$ cat src/logic/wb_pkg.sv
package wb_pkg;

  // Bus widths
  localparam int unsigned wb_adr_w = 5;
  localparam int unsigned wb_dat_w = 32;

  // Master to slave, byte address
  typedef struct packed {
    logic                cyc;
    logic                stb;
    logic                we;
    logic [3:0]          sel;
    logic [wb_adr_w-1:0] adr;
    logic [wb_dat_w-1:0] dat;
  } wb_req_t;

  // Slave to master
  // Stall stays up until the pending request is acked
  typedef struct packed {
    logic                ack;
    logic                stall;
    logic [wb_dat_w-1:0] dat;
  } wb_rsp_t;

endpackage

$ cat src/logic/trigin_pkg.sv
package trigin_pkg;

  // Time field widths
  localparam int unsigned sec_w = 64;
  localparam int unsigned cyc_w = 32;

  // Local time or target time
  typedef struct packed {
    logic [sec_w-1:0] seconds;
    logic [cyc_w-1:0] cycles;
  } trig_time_t;

  // Byte offsets of the register map
  localparam logic [4:0] ofs_ctrl   = 5'h00;
  localparam logic [4:0] ofs_rsvd0  = 5'h04;
  localparam logic [4:0] ofs_sec_hi = 5'h08;
  localparam logic [4:0] ofs_sec_lo = 5'h0C;
  localparam logic [4:0] ofs_cycles = 5'h10;

  // Enable bit within ctrl
  localparam int unsigned ctrl_en_bit = 1;

  // Word selected by address bits [4:2]
  typedef enum logic [2:0] {
    REG_CTRL   = 3'd0,
    REG_RSVD0  = 3'd1,
    REG_SEC_HI = 3'd2,
    REG_SEC_LO = 3'd3,
    REG_CYCLES = 3'd4,
    REG_NONE   = 3'd7
  } reg_sel_e;

  function automatic reg_sel_e decode_sel(input logic [4:0] adr);
    reg_sel_e sel;
    case (adr[4:2])
      ofs_ctrl[4:2]:   sel = REG_CTRL;
      ofs_rsvd0[4:2]:  sel = REG_RSVD0;
      ofs_sec_hi[4:2]: sel = REG_SEC_HI;
      ofs_sec_lo[4:2]: sel = REG_SEC_LO;
      ofs_cycles[4:2]: sel = REG_CYCLES;
      default:         sel = REG_NONE;
    endcase
    return sel;
  endfunction

endpackage

$ cat src/logic/trigin_regs.sv
`timescale 1ns/1ps

module trigin_regs (
  input  logic                   clk_i,
  input  logic                   rst_n_i,
  input  wb_pkg::wb_req_t        wb_req_i,
  output wb_pkg::wb_rsp_t        wb_rsp_o,
  input  logic                   ctrl_enable_i,
  input  trigin_pkg::trig_time_t target_i,
  output logic                   ctrl_wr_o,
  output logic                   ctrl_enable_o,
  output logic                   sec_hi_wr_o,
  output logic                   sec_lo_wr_o,
  output logic                   cycles_wr_o,
  output logic [31:0]            wr_dat_o
);

  logic                 wb_en;
  logic                 rd_req;
  logic                 wr_req;
  logic                 rip_q;
  logic                 wip_q;
  logic                 rd_ack_q;
  logic                 wr_req_q;
  logic                 ack;
  trigin_pkg::reg_sel_e rd_sel;
  trigin_pkg::reg_sel_e wr_sel_q;
  logic [31:0]          rd_dat_d;
  logic [31:0]          rd_dat_q;
  logic [31:0]          wr_dat_q;

  assign wb_en = wb_req_i.cyc & wb_req_i.stb;

  // One request per bus cycle, the master holds it until ack
  assign rd_req = wb_en & ~wb_req_i.we & ~rip_q;
  assign wr_req = wb_en & wb_req_i.we & ~wip_q;

  always_ff @(posedge clk_i or negedge rst_n_i)
  begin
    if (!rst_n_i)
    begin
      rip_q <= 1'b0;
      wip_q <= 1'b0;
    end
    else
    begin
      rip_q <= (rip_q | (wb_en & ~wb_req_i.we)) & ~rd_ack_q;
      wip_q <= (wip_q | (wb_en & wb_req_i.we)) & ~wr_req_q;
    end
  end

  // Request stage to ack stage
  always_ff @(posedge clk_i or negedge rst_n_i)
  begin
    if (!rst_n_i)
    begin
      rd_ack_q <= 1'b0;
      wr_req_q <= 1'b0;
    end
    else
    begin
      rd_ack_q <= rd_req;
      wr_req_q <= wr_req;
    end
  end

  always_ff @(posedge clk_i)
  begin
    rd_dat_q <= rd_dat_d;
    wr_sel_q <= trigin_pkg::decode_sel(wb_req_i.adr);
    wr_dat_q <= wb_req_i.dat;
  end

  // Write ack comes with the strobe
  assign ack = rd_ack_q | wr_req_q;

  assign wb_rsp_o.ack   = ack;
  assign wb_rsp_o.stall = wb_en & ~ack;
  assign wb_rsp_o.dat   = rd_dat_q;

  // Read mux, unmapped words read zero
  assign rd_sel = trigin_pkg::decode_sel(wb_req_i.adr);

  always_comb
  begin
    rd_dat_d = '0;
    case (rd_sel)
      trigin_pkg::REG_CTRL:   rd_dat_d[trigin_pkg::ctrl_en_bit] = ctrl_enable_i;
      trigin_pkg::REG_SEC_HI: rd_dat_d = target_i.seconds[63:32];
      trigin_pkg::REG_SEC_LO: rd_dat_d = target_i.seconds[31:0];
      trigin_pkg::REG_CYCLES: rd_dat_d = target_i.cycles;
      default:                rd_dat_d = '0;
    endcase
  end

  // Per register write strobes
  assign ctrl_wr_o   = wr_req_q & (wr_sel_q == trigin_pkg::REG_CTRL);
  assign sec_hi_wr_o = wr_req_q & (wr_sel_q == trigin_pkg::REG_SEC_HI);
  assign sec_lo_wr_o = wr_req_q & (wr_sel_q == trigin_pkg::REG_SEC_LO);
  assign cycles_wr_o = wr_req_q & (wr_sel_q == trigin_pkg::REG_CYCLES);

  assign ctrl_enable_o = wr_dat_q[trigin_pkg::ctrl_en_bit];
  assign wr_dat_o      = wr_dat_q;

  // Ack only answers a live bus cycle
  ack_needs_cyc: assert property (
    @(posedge clk_i) disable iff (!rst_n_i)
    wb_rsp_o.ack |-> wb_req_i.cyc
  );

  strobe_onehot: assert property (
    @(posedge clk_i) disable iff (!rst_n_i)
    $onehot0({ctrl_wr_o, sec_hi_wr_o, sec_lo_wr_o, cycles_wr_o})
  );

endmodule

$ cat src/logic/time_base.sv
`timescale 1ns/1ps

module time_base #(
  parameter int unsigned cycles_per_sec = 125000000
) (
  input  logic                   clk_i,
  input  logic                   rst_n_i,
  output trigin_pkg::trig_time_t now_o
);

  localparam logic [trigin_pkg::cyc_w-1:0] last_cyc = cycles_per_sec - 1;

  trigin_pkg::trig_time_t now_q;
  logic                   wrap;

  // Last cycle of the current second
  assign wrap = (now_q.cycles == last_cyc);

  always_ff @(posedge clk_i or negedge rst_n_i)
  begin
    if (!rst_n_i)
    begin
      now_q <= '0;
    end
    else if (wrap)
    begin
      now_q.cycles  <= '0;
      now_q.seconds <= now_q.seconds + 1'b1;
    end
    else
    begin
      now_q.cycles <= now_q.cycles + 1'b1;
    end
  end

  assign now_o = now_q;

  cycles_in_range: assert property (
    @(posedge clk_i) disable iff (!rst_n_i)
    now_q.cycles < cycles_per_sec
  );

endmodule

$ cat src/logic/trigin_core.sv
`timescale 1ns/1ps

module trigin_core #(
  parameter int unsigned cycles_per_sec = 125000000
) (
  input  logic                   clk_i,
  input  logic                   rst_n_i,
  input  trigin_pkg::trig_time_t now_i,
  input  logic                   ctrl_wr_i,
  input  logic                   ctrl_enable_i,
  input  logic                   sec_hi_wr_i,
  input  logic                   sec_lo_wr_i,
  input  logic                   cycles_wr_i,
  input  logic [31:0]            wr_dat_i,
  output logic                   enable_o,
  output trigin_pkg::trig_time_t target_o,
  output logic                   trig_o
);

  trigin_pkg::trig_time_t target_q;
  logic                   enable_q;
  logic                   trig_q;
  logic                   sec_after;
  logic                   sec_equal;
  logic                   fire;

  // Target time, seconds written as two halves
  always_ff @(posedge clk_i or negedge rst_n_i)
  begin
    if (!rst_n_i)
    begin
      target_q <= '0;
    end
    else
    begin
      if (sec_hi_wr_i)
        target_q.seconds[63:32] <= wr_dat_i;
      if (sec_lo_wr_i)
        target_q.seconds[31:0] <= wr_dat_i;
      if (cycles_wr_i)
        target_q.cycles <= wr_dat_i;
    end
  end

  // Seconds first, cycles only break a tie
  assign sec_after = now_i.seconds > target_q.seconds;
  assign sec_equal = now_i.seconds == target_q.seconds;
  assign fire      = enable_q & (sec_after | (sec_equal & (now_i.cycles >= target_q.cycles)));

  always_ff @(posedge clk_i or negedge rst_n_i)
  begin
    if (!rst_n_i)
    begin
      enable_q <= 1'b0;
      trig_q   <= 1'b0;
    end
    else
    begin
      trig_q <= fire;
      // Firing beats a ctrl write on the same edge
      if (fire)
        enable_q <= 1'b0;
      else if (ctrl_wr_i)
        enable_q <= ctrl_enable_i;
    end
  end

  assign enable_o = enable_q;
  assign target_o = target_q;
  assign trig_o   = trig_q;

  target_cycles_in_range: assert property (
    @(posedge clk_i) disable iff (!rst_n_i)
    target_q.cycles < cycles_per_sec
  );

  // Enable drops with the pulse, so no second pulse follows
  single_pulse: assert property (
    @(posedge clk_i) disable iff (!rst_n_i)
    trig_q |=> !trig_q
  );

endmodule

$ cat src/logic/trigin_top.sv
`timescale 1ns/1ps

module trigin_top #(
  parameter int unsigned cycles_per_sec = 125000000
) (
  input  logic                   clk_i,
  input  logic                   rst_n_i,
  input  wb_pkg::wb_req_t        wb_req_i,
  output wb_pkg::wb_rsp_t        wb_rsp_o,
  output trigin_pkg::trig_time_t now_o,
  output logic                   trig_o
);

  logic                   ctrl_wr;
  logic                   ctrl_enable_wr;
  logic                   sec_hi_wr;
  logic                   sec_lo_wr;
  logic                   cycles_wr;
  logic [31:0]            wr_dat;
  logic                   enable;
  trigin_pkg::trig_time_t target;

  trigin_regs trigin_regs_i (
    .clk_i         (clk_i),
    .rst_n_i       (rst_n_i),
    .wb_req_i      (wb_req_i),
    .wb_rsp_o      (wb_rsp_o),
    .ctrl_enable_i (enable),
    .target_i      (target),
    .ctrl_wr_o     (ctrl_wr),
    .ctrl_enable_o (ctrl_enable_wr),
    .sec_hi_wr_o   (sec_hi_wr),
    .sec_lo_wr_o   (sec_lo_wr),
    .cycles_wr_o   (cycles_wr),
    .wr_dat_o      (wr_dat)
  );

  time_base #(
    .cycles_per_sec (cycles_per_sec)
  ) time_base_i (
    .clk_i   (clk_i),
    .rst_n_i (rst_n_i),
    .now_o   (now_o)
  );

  // Local time feeds the core and leaves the top as now_o
  trigin_core #(
    .cycles_per_sec (cycles_per_sec)
  ) trigin_core_i (
    .clk_i         (clk_i),
    .rst_n_i       (rst_n_i),
    .now_i         (now_o),
    .ctrl_wr_i     (ctrl_wr),
    .ctrl_enable_i (ctrl_enable_wr),
    .sec_hi_wr_i   (sec_hi_wr),
    .sec_lo_wr_i   (sec_lo_wr),
    .cycles_wr_i   (cycles_wr),
    .wr_dat_i      (wr_dat),
    .enable_o      (enable),
    .target_o      (target),
    .trig_o        (trig_o)
  );

endmodule

$ cat config.mk
export PLATFORM = sky130hd
export DESIGN_NAME = trigin_top
export DESIGN_NICKNAME = d
export VERILOG_FILES = /design/src/logic/wb_pkg.sv /design/src/logic/trigin_pkg.sv /design/src/logic/trigin_regs.sv /design/src/logic/time_base.sv /design/src/logic/trigin_core.sv /design/src/logic/trigin_top.sv
export SDC_FILE = /design/constraint.sdc
export NUM_CORES = 1
export LEC_CHECK = 0
export BUFFER_PORTS_ARGS = -buffer_cell sky130_fd_sc_hd__buf_2
export CAP_MARGIN = 25
export CORE_MARGIN = 4
export CORE_UTILIZATION = 55
export DETAILED_ROUTE_END_ITERATION = 8
export HOLD_SLACK_MARGIN = 0.02
export PLACE_DENSITY = 0.77
export SETUP_SLACK_MARGIN = 0.05
export SKIP_CTS_REPAIR_TIMING = 1
export SYNTH_ARGS = -nofsm -noshare
export SYNTH_HDL_FRONTEND = slang
export SYNTH_SLANG_ARGS = --single-unit
$ cat constraint.sdc
create_clock -name clk_i -period 2.9 [get_ports clk_i]
set_clock_uncertainty 0.1 [all_clocks]
set_input_delay 0.58 -clock clk_i [delete_from_list [all_inputs] [get_ports clk_i]]
set_output_delay 0.58 -clock clk_i [all_outputs]
set_load 0.005 [all_outputs]
Yosys cells after proc, flatten, opt, wreduce, memory -nomap -nowiden
Cells that the tools add are included.

word-level totals
  flip-flop bits (word level) = 265
  bits of input ports = 46
  output and inout port bits = 131
  word-level logic and storage cells = 65

cells by class
  add/subtract/negate cells = 2
  order comparisons = 2
  equality and inequality tests = 12
  muxes and demuxes = 7
  bitwise gates (word level) = 24
  reductions and logical operators = 4

operator list
  kind                                                   count
  one-hot mux 30 bit (3 select lines)                    1
  adder 64 x 1 -> 64 bit, second input constant          1
  equality test 64 bit                                   1
  greater-than comparator 64 bit                         1
  adder 32 x 1 -> 32 bit, second input constant          1
  equality test 32 x 27 -> 1 bit, second input constant  1
  greater-or-equal comparator 32 bit                     1
  two-way mux 32 bit                                     1
  equality test 3 x 2 -> 1 bit, second input constant    6
  one-hot mux 3 bit (5 select lines)                     1
  AND 1 bit                                              14
  equality test 3 bit, second input constant             3
  zero test 3 bit                                        3
  NOT 1 bit                                              6
  OR 1 bit                                               4
  one-hot mux 1 bit (4 select lines)                     1
  equality test 3 x 1 -> 1 bit, second input constant    1
  one-hot mux 1 bit (3 select lines)                     1
  two-way mux 1 bit                                      2
  nonzero test 2 bit                                     1

Longest topological paths before layout
  depth in word-level cells = 5
  mapped depth = 9

Cells and area by module
A second synthesis with hierarchy kept.

second synthesis, totals
  cell total of the unflattened synthesis = 1283
  area total of the unflattened synthesis = 12991.2 µm²

modules (own cells, without submodules)
  module       instances  cells an instance  area an instance (µm²)  seq. area each (µm²)
  trigin_core  1          658                5793.1                  2452.4
  time_base    1          456                4708.3                  2402.3
  trigin_regs  1          169                2489.9                  1441.4

Least setup slack after synthesis
Ideal clock, no wire load.

  path type = reg2reg
  start = reg time_base_i.now_q (netlist bit time_base_i.now_o[46])
  end = reg trigin_core_i.enable_q (netlist: trigin_core_i.enable_o)
  library setup time = 0.126 ns
  arrival = 2.117 ns
  data required time = 2.674 ns
  slack = 0.557 ns
  cell stages (with the launch flop) = 8
  path through = dfrtp_1 > ha_1 > nand4_1 > nor3_1 > or4b_2 > a31o_2 > or4b_1 > a21oi_1

on the way
  word-level cells in the longest chain between the ends = 5

ends and longest elaborated chain
  item                                                                                    line               text
  from (decl)                                                                             time_base.sv:13    trigin_pkg::trig_time_t now_q;
  parallel branches: the longest is 2 deep, another holds greater-than comparator 64 bit  -
  OR 1 bit *                                                                              trigin_core.sv:48  assign fire = enable_q & (sec_after | (sec_equal & (now_i.cycles >= target_q.cycles)));
  AND 1 bit *                                                                             trigin_core.sv:48
  two-way mux 1 bit or nonzero test 2 bit (tied branches)                                 -
  to (signal assigned)                                                                    trigin_core.sv:64  enable_q <= ctrl_enable_i;
  to (decl)                                                                               trigin_core.sv:21  logic enable_q;

Every way passes the cells marked *.
A chain may end at the register's enable or synchronous reset.

Final worst setup path
  start = reg trigin_core_i.target_q (netlist bit trigin_core_i.target_o[79])
  end = reg trigin_core_i.trig_q (netlist: trigin_core_i.trig_o)

on the way
  word-level cells in the longest chain between the ends = 4

ends and longest elaborated chain
  item                                                                                    line               text
  from (decl)                                                                             trigin_core.sv:20  trigin_pkg::trig_time_t target_q;
  parallel branches: the longest is 2 deep, another holds greater-than comparator 64 bit  -
  OR 1 bit *                                                                              trigin_core.sv:48
  AND 1 bit *                                                                             trigin_core.sv:48
  via trigin_core_i.fire                                                                  trigin_core.sv:25  logic fire;
  to (signal assigned)                                                                    trigin_core.sv:59  trig_q <= fire;
  to (decl)                                                                               trigin_core.sv:22  logic trig_q;

Mark *: on every way through the listed nets, which the timed path passes.

==> flow_metrics.py <==
metrics = {
    "floorplanning": {
        "fp.dieH_um": 160,
        "dieArea_sq_um": 25500,
        "die_w_um": 160,
        "std_cell_rows": 55,
        "core_area_sq_um": 22600,
        "start_util_pct": 56.0,
        "io_pins": 177,
    },
    "clocking": {
        "clkTransAtPathRegs_ps": 60,
        "cts_made_buffers": 27,
        "cts_tree": "done",
        "clk-insertion-delay-late_ps": 540,
        "clock_sinks": 265,
        "cts.path.max_buffers": 3,
        "cts_root_buf": "clkbuf_16",
        "h-tree-depth": 1,
    },
    "setup_path": {
        "crit_required_ps": 3230,
        "worstSetupEndpointType": "flip-flop",
        "crit_path_max_fanout": 3,
        "crit_type": "reg -> reg",
        "critPathLaunch": "trigin_core_i.target_o[79]",
        "timing.rr.start": "trigin_core_i.target_o[79]",
        "cp_data_arrival_time_ps": 3090,
        "reg2reg_slack_ps": 140,
        "critPathLaunchType": "flip-flop",
    },
    "power_and_ir_drop": {
        "power_leakage_uw": 0.00759,
        "power.density_nw_per_um2": 594,
        "peakVddDrop_v": 0.000496,
        "power.internal_uw": 6600,
        "p_seq_share_pct": 47.2,
        "switching_share_pct": 26.1,
        "p_switching_uw": 2330,
        "pwr-share-comb_pct": 12.6,
        "power_uw": 8920,
        "p_clk_share_pct": 40.2,
    },
    "synthesis": {
        "synth_common_cells": "dfrtp_1 (198), nand2_1 (156), inv_1 (116)",
        "synth_xor_area_share_pct": 6.36,
        "synthFlopType": "dfrtp_1",
        "yosys.area_share.adder_pct": 9.67,
        "yosysTopAreaCell": "dfrtp_1",
        "synthMuxAreaShare_pct": 5.47,
        "synth_cell_types": 62,
        "synth-simple-area-share_pct": 16.0,
        "syn_area_sq_um": 12700,
        "synth.avg_cell_area_sq_um": 10.3,
        "synthCells": 1234,
        "synth_top_family_by_area": "simple AND/OR/NAND/NOR gates",
        "async_reset_ff_share_pct": 74.7,
        "syn_nets": 1378,
        "ys_ff_latch": 265,
        "synth-edff-count": 0,
        "synth_compound_area_share_pct": 7.88,
        "ys_warn_count": 0,
        "synth.most_common_cell": "dfrtp_1",
        "synth_top_area_share_pct": 39.1,
        "synth.area.top_cells": "dfrtp_1 (39%), dfxtp_1 (11%), ha_1 (9.7%)",
        "ys_seq_area_share_pct": 49.7,
    },
    "placed_design": {
        "post_dp_cell_area_sq_um": 14100,
        "post-dp-hpwl_um": 24900,
        "place_congestion": 0.925,
        "io_buffers": 170,
    },
    "timing": {
        "slew_viol_final": 0,
        "fin_tns_setup_ps": 0,
        "final.period_utilization_pct": 95.2,
        "slew_headroom_pct": 56.5,
        "rsz0062_at_grt": "no",
        "tightest_slew_ps": 647,
        "setup_viol": 0,
        "min_period_ps": 2760,
        "whs_ps": 31.9,
        "hold_viol": 0,
        "max_freq_mhz": 362,
    },
    "route": {
        "first_iter_violations": 792,
        "num_vias": 9913,
        "viasPerCell": 5.70,
        "drc_errors": 0,
        "drt-total-wl_um": 33600,
        "drt_pre_antenna_iters": 5,
        "wl_per_cell_um": 19.3,
        "drtAntennaViolNets": 0,
    },
    "grt": {
        "grt_pass1_wl_um": 53800,
        "grt_pass1_vias": 9984,
        "grt_usage_pct": 26.1,
        "grt_start_max_net_pins": 72,
        "antenna_found_initial": 3,
        "gr-total-overflow": 0,
    },
    "cells_and_area": {
        "fillers": 1752,
        "fin_area_sq_um": 15000,
        "ff_latch_area_sq_um": 6300,
        "multi_input_area_sq_um": 5780,
        "drive_above_1_share_pct": 22.1,
        "area_growth_pct": 18.5,
        "fin_util_pct": 66.3,
        "layout.nets": 1577,
    },
    "flow_run": {
        "drv_cap": 0,
    },
    "worst_hold_path": {
        "hp-start": "wb_req_i[5]",
        "hold_path_class": "in -> reg",
    },
    "run_status": {
        "status": "completed",
    },
}
## worst max-delay path, stage by stage (launching register included)
cell	delay, ps
dfrtp_1	360
inv_1	90
ha_1	310
nand4_1	140
nor3_1	530
nand4_1	320
a2111oi_0	490
a21oi_1	160
and2_1	170
## through the flow
step | instances | setup WS (ps)
floorplan | 1234 | 557
global placement | 1685 | 311
detailed placement | 1685 | 224
CTS | 1734 | 207
global route | 1740 | 73.7
finish | 1740 | 140
## final cells by class
type / count / share of cell area (%)
antenna: 2 / 0.0333
inverter: 116 / 2.90
clock buffer: 43 / 5.73
clock inverter: 6 / 0.408
sequential: 265 / 41.9
tap: 285 / 2.37
multi-input combinational: 814 / 38.5
timing repair buffer: 209 / 8.16
## placed cells by master (no fill, tap or decap), drive strengths merged, types with 3 or more instances in the layout
cell	synthesis	layout
clkinv	0	3
or3	3	3
mux2	34	34
o21ai	109	109
inv	116	117
xor2	50	50
a211oi	4	4
nand4	35	35
dfxtp	67	67
ha	98	98
dfrtp	198	198
nor3	30	30
mux2i	31	31
xnor2	42	42
nand2	156	156
and4	15	15
and2	8	8
a21o	7	7
buf	12	205
nor4	12	12
a221oi	5	5
clkbuf	27	44
and3	15	15
nand3	34	34
dlygate4sd3	0	3
a21oi	34	34
or2	4	4
nor2	56	56
## sequential cells by signal, indices dropped and copies added, names as in the netlist
| register | flops |
|---|---|
| trigin_regs_i.rd_ack_q | 1 |
| trigin_regs_i.wr_sel_q | 3 |
| trigin_regs_i.wip_q | 1 |
| trigin_regs_i.rip_q | 1 |
| trigin_core_i.trig_o | 1 |
| trigin_core_i.target_o | 96 |
| trigin_regs_i.wr_req_q | 1 |
| time_base_i.now_o | 96 |
| trigin_core_i.enable_o | 1 |
| trigin_regs_i.rd_dat_q | 32 |
| trigin_regs_i.wr_dat_o | 32 |
## metal layers
metal | global-route usage, % | up-vias | wire, um
met4 | 9.07 | 2 | 1270
met2 | 43.3 | 351 | 16000
met1 | 35.3 | 4836 | 14300
met3 | 4.05 | 88 | 2050
li1 | - | 4636 | -
met5 | 0 | - | 12
## path summary, 6_finish.rpt
kind                                                    to  depth (start not counted)
worst max-delay path                  trigin_core_i.trig_o                          8
worst min-delay path             trigin_regs_i.wr_dat_o[5]                          1
worst max register to register        trigin_core_i.trig_o                          8
worst min register to register         trigin_regs_i.rip_q                          1
max in group asynchronous            time_base_i.now_o[93]                          3
min in group asynchronous       trigin_core_i.target_o[13]                          2
## cells by family after synthesis
family	count (synthesis)
simple gates	381
flops	265
compound gates	178
buf+inv	155
fa+ha+maj	98
xor+xnor	92
mux	65
## power by group through the flow
stage	sequential [uW]	combinational (uW)	clock, uW
global placement	4260	1060	0
detailed placement	4270	1100	0
CTS	4210	1120	3620
finish	4220	1120	3580
floorplan	4220	690	0
global route	4250	1260	3790
(Power assumes the default switching activity.)
